===== src/verilog/msx_bus_pkg.sv =====
package msx_bus_pkg;

   // External memory space, 4 MB
   localparam int RAM_ADDR_BITS    = 22;
   // Offset inside one 16 KB page
   localparam int PAGE_OFFSET_BITS = 14;
   // BIOS ROM spans pages 0 and 1, 32 KB
   localparam int ROM_OFFSET_BITS  = 15;

   // Upper address bits of the ROM window
   // 1 MB, just above 64 mapper segments of RAM
   localparam logic [RAM_ADDR_BITS-ROM_OFFSET_BITS-1:0] ROM_SEGMENT_BASE_BITS = 7'h20;

   // Z80 bus, flags already active high
   typedef struct packed {
      logic [15:0] addr;
      logic [7:0]  dout;
      logic        mreq;
      logic        iorq;
      logic        rd;
      logic        wr;
      logic        m1;
   } cpu_bus_t;

   // Request to SDRAM/BRAM side
   typedef struct packed {
      logic [RAM_ADDR_BITS-1:0] addr;
      logic [7:0]               din;
      logic                     rnw;
      logic                     ce;
   } ram_req_t;

   typedef enum logic [2:0] {
      BUS_IDLE,
      BUS_MEM_RD,
      BUS_MEM_WR,
      BUS_IO_RD,
      BUS_IO_WR
   } bus_cycle_e;

endpackage


===== src/verilog/msx_cfg_pkg.sv =====
package msx_cfg_pkg;

   // CPU clock choices
   typedef enum logic [1:0] {
      SPEED_3M58,
      SPEED_5M39,
      SPEED_10M7
   } cpu_speed_e;

   // User machine settings
   typedef struct packed {
      // Extra waits after each M1
      logic [2:0] wait_count;
      cpu_speed_e cpu_speed;
   } msx_config_t;

   // System clocks per CPU enable
   localparam int unsigned DIV_3M58 = 6;
   localparam int unsigned DIV_5M39 = 4;
   localparam int unsigned DIV_10M7 = 2;

   // Audio sample, two's complement
   typedef logic signed [15:0] audio_sample_t;

endpackage


===== src/verilog/msx_audio_mix.sv =====
`timescale 1ns/100ps

module msx_audio_mix (
   input  logic                       clk,
   input  logic                       reset,
   input  logic                       keyclick,
   input  logic                       tape_motor_on,
   input  logic                       tape_in,
   input  msx_cfg_pkg::audio_sample_t ext_sound_l,
   input  msx_cfg_pkg::audio_sample_t ext_sound_r,
   output msx_cfg_pkg::audio_sample_t audio_l,
   output msx_cfg_pkg::audio_sample_t audio_r
);
   import msx_cfg_pkg::*;

   logic [9:0] sys_term;

   // Add system term, double, saturate
   function automatic audio_sample_t mix_clamp(audio_sample_t sample, logic [9:0] term);
      logic signed [17:0] mix;
      mix = (18'(sample) + $signed({8'd0, term})) <<< 1;
      if (mix > 18'sd32767) begin
         mix_clamp = 16'sh7FFF;
      end else if (mix < -18'sd32768) begin
         mix_clamp = 16'sh8000;
      end else begin
         mix_clamp = mix[15:0];
      end
   endfunction

   // Click 512, tape monitor 256 only with motor off
   assign sys_term = {keyclick, tape_in & ~tape_motor_on, 8'd0};

   always_ff @(posedge clk) begin
      if (reset) begin
         audio_l <= '0;
         audio_r <= '0;
      end else begin
         audio_l <= mix_clamp(ext_sound_l, sys_term);
         audio_r <= mix_clamp(ext_sound_r, sys_term);
      end
   end

endmodule


===== src/verilog/msx_core.sv =====
`timescale 1ns/100ps

module msx_core #(
   parameter int MAPPER_SEGMENTS = 64
) (
   input  logic                       clk,
   input  logic                       reset,
   input  msx_cfg_pkg::msx_config_t   cfg,
   // CPU side
   input  msx_bus_pkg::cpu_bus_t      cpu_bus,
   output logic [7:0]                 cpu_din,
   output logic                       wait_n,
   output logic                       cpu_ce,
   // External memory
   output msx_bus_pkg::ram_req_t      ram,
   input  logic [7:0]                 ram_dout,
   // Cassette
   input  logic                       tape_in,
   output logic                       tape_motor_on,
   // Sound
   input  msx_cfg_pkg::audio_sample_t ext_sound_l,
   input  msx_cfg_pkg::audio_sample_t ext_sound_r,
   output msx_cfg_pkg::audio_sample_t audio_l,
   output msx_cfg_pkg::audio_sample_t audio_r
);
   import msx_bus_pkg::*;

   bus_cycle_e      cycle;
   logic [7:0]      slot_config;
   logic [3:0][7:0] seg;
   logic            keyclick;
   logic [7:0]      io_data;
   logic            io_oe;

   // CPU enable and M1 waits
   msx_cpu_timing u_cpu_timing (
      .clk    (clk),
      .reset  (reset),
      .cfg    (cfg),
      .m1     (cpu_bus.m1),
      .cpu_ce (cpu_ce),
      .wait_n (wait_n)
   );

   // Ports A8, AA, FC-FF
   msx_io_regs #(.MAPPER_SEGMENTS(MAPPER_SEGMENTS)) u_io_regs (
      .clk           (clk),
      .reset         (reset),
      .cpu_bus       (cpu_bus),
      .cycle         (cycle),
      .slot_config   (slot_config),
      .seg           (seg),
      .keyclick      (keyclick),
      .tape_motor_on (tape_motor_on),
      .io_data       (io_data),
      .io_oe         (io_oe)
   );

   // Slots, memory address, read mux
   msx_slot_decode #(.MAPPER_SEGMENTS(MAPPER_SEGMENTS)) u_slot_decode (
      .cpu_bus     (cpu_bus),
      .cycle       (cycle),
      .slot_config (slot_config),
      .seg         (seg),
      .io_data     (io_data),
      .io_oe       (io_oe),
      .ram         (ram),
      .ram_dout    (ram_dout),
      .cpu_din     (cpu_din)
   );

   msx_audio_mix u_audio_mix (
      .clk           (clk),
      .reset         (reset),
      .keyclick      (keyclick),
      .tape_motor_on (tape_motor_on),
      .tape_in       (tape_in),
      .ext_sound_l   (ext_sound_l),
      .ext_sound_r   (ext_sound_r),
      .audio_l       (audio_l),
      .audio_r       (audio_r)
   );

endmodule


===== src/verilog/msx_cpu_timing.sv =====
`timescale 1ns/100ps

module msx_cpu_timing (
   input  logic                     clk,
   input  logic                     reset,
   input  msx_cfg_pkg::msx_config_t cfg,
   input  logic                     m1,
   output logic                     cpu_ce,
   output logic                     wait_n
);
   import msx_cfg_pkg::*;

   logic [2:0] divisor;
   logic [2:0] div_cnt;
   logic       last_m1;
   logic [2:0] wait_cnt;

   // Divisor for the selected speed
   always_comb begin
      case (cfg.cpu_speed)
         SPEED_5M39: divisor = 3'(DIV_5M39);
         SPEED_10M7: divisor = 3'(DIV_10M7);
         default:    divisor = 3'(DIV_3M58);
      endcase
   end

   // Enable on last count of the period
   // >= so a speed change mid-period cannot overrun
   assign cpu_ce = (div_cnt >= divisor - 3'd1);

   always_ff @(posedge clk) begin
      if (reset) begin
         div_cnt <= 3'd0;
      end else if (cpu_ce) begin
         div_cnt <= 3'd0;
      end else begin
         div_cnt <= div_cnt + 3'd1;
      end
   end

   // M1 rising edge loads the wait counter
   always_ff @(posedge clk) begin
      if (reset) begin
         last_m1  <= 1'b0;
         wait_cnt <= 3'd0;
      end else begin
         last_m1 <= m1;
         if (m1 && !last_m1) begin
            wait_cnt <= cfg.wait_count;
         end else if (cpu_ce && wait_cnt != 3'd0) begin
            // One wait per CPU clock
            wait_cnt <= wait_cnt - 3'd1;
         end
      end
   end

   assign wait_n = (wait_cnt == 3'd0);

endmodule


===== src/verilog/msx_io_regs.sv =====
`timescale 1ns/100ps

module msx_io_regs #(
   parameter int MAPPER_SEGMENTS = 64
) (
   input  logic                    clk,
   input  logic                    reset,
   input  msx_bus_pkg::cpu_bus_t   cpu_bus,
   output msx_bus_pkg::bus_cycle_e cycle,
   output logic [7:0]              slot_config,
   output logic [3:0][7:0]         seg,
   output logic                    keyclick,
   output logic                    tape_motor_on,
   output logic [7:0]              io_data,
   output logic                    io_oe
);
   import msx_bus_pkg::*;

   // Owned I/O ports
   localparam logic [7:0] PORT_PSL    = 8'hA8;
   localparam logic [7:0] PORT_PPI_C  = 8'hAA;
   localparam logic [7:0] PORT_MAP_FC = 8'hFC;
   localparam logic [7:0] PORT_MAP_FD = 8'hFD;
   localparam logic [7:0] PORT_MAP_FE = 8'hFE;
   localparam logic [7:0] PORT_MAP_FF = 8'hFF;

   // Only implemented segment bits are kept
   localparam logic [7:0] SEG_MASK = 8'(MAPPER_SEGMENTS - 1);

   logic       req;
   logic [7:0] port;
   logic [7:0] port_aa;

   assign req  = (cpu_bus.mreq || cpu_bus.iorq) && (cpu_bus.rd || cpu_bus.wr);
   assign port = cpu_bus.addr[7:0];

   // Cycle type, shared with slot decode
   // I/O wins if both strobes show up
   always_comb begin
      if (!req) begin
         cycle = BUS_IDLE;
      end else if (cpu_bus.iorq) begin
         cycle = cpu_bus.wr ? BUS_IO_WR : BUS_IO_RD;
      end else begin
         cycle = cpu_bus.wr ? BUS_MEM_WR : BUS_MEM_RD;
      end
   end

   // Register writes
   always_ff @(posedge clk) begin
      if (reset) begin
         slot_config <= 8'h00;
         port_aa     <= 8'h00;
         // FC=3, FD=2, FE=1, FF=0
         seg         <= {8'd0, 8'd1, 8'd2, 8'd3};
      end else if (cycle == BUS_IO_WR) begin
         case (port)
            PORT_PSL:   slot_config <= cpu_bus.dout;
            PORT_PPI_C: port_aa     <= cpu_bus.dout;
            PORT_MAP_FC, PORT_MAP_FD, PORT_MAP_FE, PORT_MAP_FF: begin
               // Low two port bits pick the page
               seg[port[1:0]] <= cpu_bus.dout & SEG_MASK;
            end
            default: ;
         endcase
      end
   end

   // Read-back path
   always_comb begin
      io_oe   = 1'b0;
      io_data = 8'hFF;
      if (cycle == BUS_IO_RD) begin
         case (port)
            PORT_PSL: begin
               io_oe   = 1'b1;
               io_data = slot_config;
            end
            PORT_PPI_C: begin
               io_oe   = 1'b1;
               io_data = port_aa;
            end
            PORT_MAP_FC, PORT_MAP_FD, PORT_MAP_FE, PORT_MAP_FF: begin
               io_oe   = 1'b1;
               io_data = seg[port[1:0]];
            end
            default: ;
         endcase
      end
   end

   // PPI port C: bit 7 click, bit 4 motor, low = on
   assign keyclick      = port_aa[7];
   assign tape_motor_on = ~port_aa[4];

endmodule


===== src/verilog/msx_slot_decode.sv =====
`timescale 1ns/100ps

module msx_slot_decode #(
   parameter int MAPPER_SEGMENTS = 64
) (
   input  msx_bus_pkg::cpu_bus_t   cpu_bus,
   input  msx_bus_pkg::bus_cycle_e cycle,
   input  logic [7:0]              slot_config,
   input  logic [3:0][7:0]         seg,
   input  logic [7:0]              io_data,
   input  logic                    io_oe,
   output msx_bus_pkg::ram_req_t   ram,
   input  logic [7:0]              ram_dout,
   output logic [7:0]              cpu_din
);
   import msx_bus_pkg::*;

   // Segment number width
   localparam int SEG_W = $clog2(MAPPER_SEGMENTS);

   logic [1:0]               page;
   logic [1:0]               active_slot;
   logic [7:0]               seg_sel;
   logic                     mem_cycle;
   logic                     rd_cycle;
   logic                     ram_sel;
   logic                     rom_sel;
   logic [RAM_ADDR_BITS-1:0] ram_win_addr;
   logic [RAM_ADDR_BITS-1:0] rom_addr;

   assign page = cpu_bus.addr[15:14];

   // Primary slot of the addressed page
   always_comb begin
      case (page)
         2'd0:    active_slot = slot_config[1:0];
         2'd1:    active_slot = slot_config[3:2];
         2'd2:    active_slot = slot_config[5:4];
         default: active_slot = slot_config[7:6];
      endcase
   end

   assign seg_sel   = seg[page];
   assign mem_cycle = (cycle == BUS_MEM_RD) || (cycle == BUS_MEM_WR);
   assign rd_cycle  = (cycle == BUS_MEM_RD) || (cycle == BUS_IO_RD);

   // Slot 3 mapper RAM, read and write
   assign ram_sel = mem_cycle && (active_slot == 2'd3);
   // Slot 0 BIOS, pages 0-1, read only
   assign rom_sel = (cycle == BUS_MEM_RD) && (active_slot == 2'd0) && !cpu_bus.addr[15];

   // Segment times 16 KB plus page offset
   assign ram_win_addr = RAM_ADDR_BITS'({seg_sel[SEG_W-1:0],
                                         cpu_bus.addr[PAGE_OFFSET_BITS-1:0]});
   assign rom_addr     = {ROM_SEGMENT_BASE_BITS, cpu_bus.addr[ROM_OFFSET_BITS-1:0]};

   // Memory request
   assign ram.addr = (active_slot == 2'd0) ? rom_addr : ram_win_addr;
   assign ram.din  = cpu_bus.dout;
   assign ram.rnw  = (cycle != BUS_MEM_WR);
   assign ram.ce   = ram_sel || rom_sel;

   // CPU read data, by priority
   always_comb begin
      if (!rd_cycle) begin
         cpu_din = 8'hFF;
      end else if (io_oe) begin
         cpu_din = io_data;
      end else if (cycle == BUS_MEM_RD && ram.ce) begin
         cpu_din = ram_dout;
      end else begin
         // Empty slot or unowned port
         cpu_din = 8'hFF;
      end
   end

endmodule

===== config.mk =====
export PLATFORM = sky130hd
export DESIGN_NAME = msx_core
export DESIGN_NICKNAME = d
export VERILOG_FILES = /design/src/verilog/msx_bus_pkg.sv /design/src/verilog/msx_cfg_pkg.sv /design/src/verilog/msx_audio_mix.sv /design/src/verilog/msx_core.sv /design/src/verilog/msx_cpu_timing.sv /design/src/verilog/msx_io_regs.sv /design/src/verilog/msx_slot_decode.sv
export SDC_FILE = /design/constraint.sdc
export NUM_CORES = 1
export LEC_CHECK = 0
export ABC_AREA = 1
export BUFFER_PORTS_ARGS = -buffer_cell sky130_fd_sc_hd__buf_2
export CAP_MARGIN = 20
export CORE_MARGIN = 5
export CORE_UTILIZATION = 45
export CTS_BUF_LIST = sky130_fd_sc_hd__clkbuf_2
export CTS_CLUSTER_SIZE = 25
export DETAILED_ROUTE_END_ITERATION = 10
export GPL_TIMING_DRIVEN = 0
export PLACE_DENSITY_LB_ADDON = 0.05
export SETUP_SLACK_MARGIN = 0.2
export SYNTH_ARGS = -nofsm -noshare
export SYNTH_HDL_FRONTEND = slang
export SYNTH_SLANG_ARGS = --single-unit
export TNS_END_PERCENT = 100

===== constraint.sdc =====
create_clock -name clk -period 5.7 [get_ports clk]
set_input_delay 0.855 -clock clk [delete_from_list [all_inputs] [get_ports clk]]
set_output_delay 0.855 -clock clk [all_outputs]
set_load 0.01 [all_outputs]

==> summary.md <==
| Metric | Value |
|---|---|
| Outcome | finished, final reports clean |
| Slew HR | a little over three fifths |
| Antenna violations before repair | 0 |
| Fin. Hold Viols | 0 |
| Antenna Nets Post-Route | 0 |
| Nets | roughly 840 |
| All-Layer GR Usage | 19.95% |
| Core Area | approximately 0.0093 sq mm |
| WP buf/inv | 2 |
| Max-slew violations | 0 |
| Clock Skew | ~37 ps |
| Tot Pwr | 1.084 mW |
| Vias | ~4300 |
| Hold Crit Class | reg2reg |
| Peak supply drop | roughly 0.11 mV |
| H-Tree Depth | 3 |
| # IOs | between 150 and 200 |
| Area growth syn-to-layout | 22.11% |
| CTS buffer count | 9 |
| Die X | approximately 110 um |
| Detailed Route Iter0 Violations | between 200 and 250 |
| Non-filler cells, final | around 900 |
| Global placement routability congestion | 0.8643 |
| Yosys warning count | 0 |
| Syn_nets | between 600 and 700 |
| Antenna cells | 0 |
| Critical path class | in2out |
| Detail Placement HPWL | 9.101 mm |
| Maximum root-to-sink buffer count | 2 |
| #FFs+latches synth | between 70 and 80 |
| Critical path data required time | just under 5000 ps |
| Setup violators final | 0 |
| Root buf cell | clkbuf_2 |
| Synth unique cells | 37 |
| Power Density | a little over 200 mW/mm^2 |
| F_max | 0.3261 GHz |
| Die area | around 0.012 sq mm |
| Design Area, Final | 0.005286 sq mm |
| Post-synthesis sequential area ratio | between 30% and 40% |
| Mean post-synth cell area | slightly above 7 sq um |
| Cells after Synth | 599 |
| DRC viols | 0 |
| Arr. time, crit path | between 2000 and 2500 ps |
| RSZ-0062 raised after global routing | no |
| Crit path largest cell delay | roughly 320 ps |
| Overflow after GRT | 0 |
| Worst R2R Start | u_io_regs.port_aa[4] |
| Count of clock tree sinks | a little under 80 |
| Starting Density | between 40% and 50% |
| Crit Path Max Fanout | 9 |
| First-pass GRT wire length | 18.67 mm |
| # Post-CTS Setup Buffers | 0 |
| Critical path origin | cpu_bus[1] |
| Worst-path cell chain | buf_2 > ha_1 > nor2_1 > nand4_1 > nor2_1 > nand3_1 > nand2_2 > nand3_1 > nand2_1 > nand2_1 > buf_2 |
| Routed WL | 11.73 mm |
| Mapped Area | 0.004329 sq mm |
| DR pass1 iterations | 4 |
| Critical Path Start Type | input port |
| Period utilisation layout | between 50% and 60% |
| Vias per std cell | 4.821 |
| CTS tree | built |
| Cell family with most CP delay | simple AND/OR/NAND/NOR gates |
| Number of global-route vias before repair | approximately 4000 |
| Largest net degree at the start of global routing | 15 |
| Row count | 35 |
| Tightest Pin Transition | 561.2 ps |
| Final min period | 3067 ps |
| CP Capture Type | primary output |
| CTS hold repair buffers | 0 |
| Mean routed wirelength per cell | 13.27 um |
| Setup TNS Final | 0 ps |
| Hold Crit Start | u_cpu_timing.wait_cnt[1] |
| LEAKAGE | 2.676 nW |
| Commonest non-fill, non-tap cell in the layout | buf_2 |
| CP max-delay cell | ha_1 |
| Highest-count cells in the layout ignoring fill and taps | buf_2 (140), nand2_1 (111), inv_1 (97), dfxtp_1 (79) |
| # port buffers | 140 |
| Layout cells sized above 1 | between 20% and 30% |
| Clock Latency Late Sink | 530 ps |
| Die height | 108.1 um |
| Max-Cap Viols | 0 |
| Area after DPL | about 0.0052 sq mm |
| Dpl cells | between 800 and 900 |
| Clock transition at path regs | around 210 ps |
| Post-cts repair resize count | 0 |
## tightest hold or removal path, delay by kind of cell, from the launching register on
family / cells / cell delay (ps)
buf+inv: 1 / 60
compound gates: 1 / 60
flops: 1 / 340
## through the flow
step	hold slack, ps	setup slack (ps)	utilization (%)
floorplan	417.5	2929	-
global placement	432.3	2633	55.65
detailed placement	449.2	2625	55.65
CTS	477.4	2626	56.67
global route	490.1	2441	56.67
finish	472.4	2633	56.67
## where the power goes
part | internal [mW] | switching [mW] | total, mW
Clock | 0.0627 | 0.207 | 0.270
Combinational | 0.0960 | 0.130 | 0.226
Sequential | 0.580 | 0.00831 | 0.588
Total | 0.738 | 0.346 | 1.08
## registers in the layout, summed over array words and instances, names as in the netlist
name,flops
u_cpu_timing.last_m1,1
u_io_regs.port_aa,8
u_io_regs.seg,24
u_audio_mix.audio_r,16
u_io_regs.slot_config,8
u_audio_mix.audio_l,16
u_cpu_timing.wait_cnt,3
u_cpu_timing.div_cnt,3
## area by class of cell
class / instances / area [sq um]
Fill cell: 966 / 4041
Multi-Input combinational cell: 378 / 2077
Sequential cell: 79 / 1582
Timing Repair Buffer: 140 / 700.7
Inverter: 105 / 396.6
Buffer: 37 / 274.0
Tap cell: 129 / 161.4
Clock buffer: 10 / 50.05
Clock inverter: 6 / 45.04
## metal layers
layer	wire (um)	GRT usage, %	vias to the layer above
li1	-	-	2210
met1	5109	26.51	1887
met2	5585	32.86	150
met3	887	3.642	15
met4	150	6.312	0
met5	0	0	-
## synthesized netlist by cell type (all sizes together)
cell type,instances,share of area [%]
a22oi,7,1.2
or2,1,0.14
clkbuf,6,0.52
nand2,120,11
nor2,31,4.2
nand4,7,1.0
nand2b,1,0.14
mux2i,2,0.46
nor3,4,0.46
o21ai,47,5.5
ha,12,3.5
xor2,4,0.81
mux2,1,0.26
xnor2,5,1.0
buf,31,5.8
fa,2,0.92
clkinv,3,0.26
o211ai,3,0.52
a21oi,66,8.7
nand3b,1,0.26
nor4,2,0.29
conb,1,0.087
nand3,58,6.9
o2111ai,3,0.61
inv,102,8.9
dfxtp,79,37
## path summary, 6_finish.rpt
check                                                 to  slack [ps]  cells past startpoint
worst max-delay path                          cpu_din[1]        2630                     11
worst min-delay path            u_cpu_timing.wait_cnt[1]         470                      2
worst max register to register    u_audio_mix.audio_l[9]        3680                     13
worst min register to register  u_cpu_timing.wait_cnt[1]         470                      2
## cell families after synthesis
logic type	Yosys count	synth area share, %
muxes	3	0.7225
AOI/OAI and AO/OA	126	16.53
DFF	79	36.53
adders and majority gates	14	4.393
buffers and inverters	142	15.49
xor gates and xnor gates	9	1.821
other	1	0.08662
and+or+nand+nor	225	24.42
No activity file was read; power rests on OpenSTA's default activity.
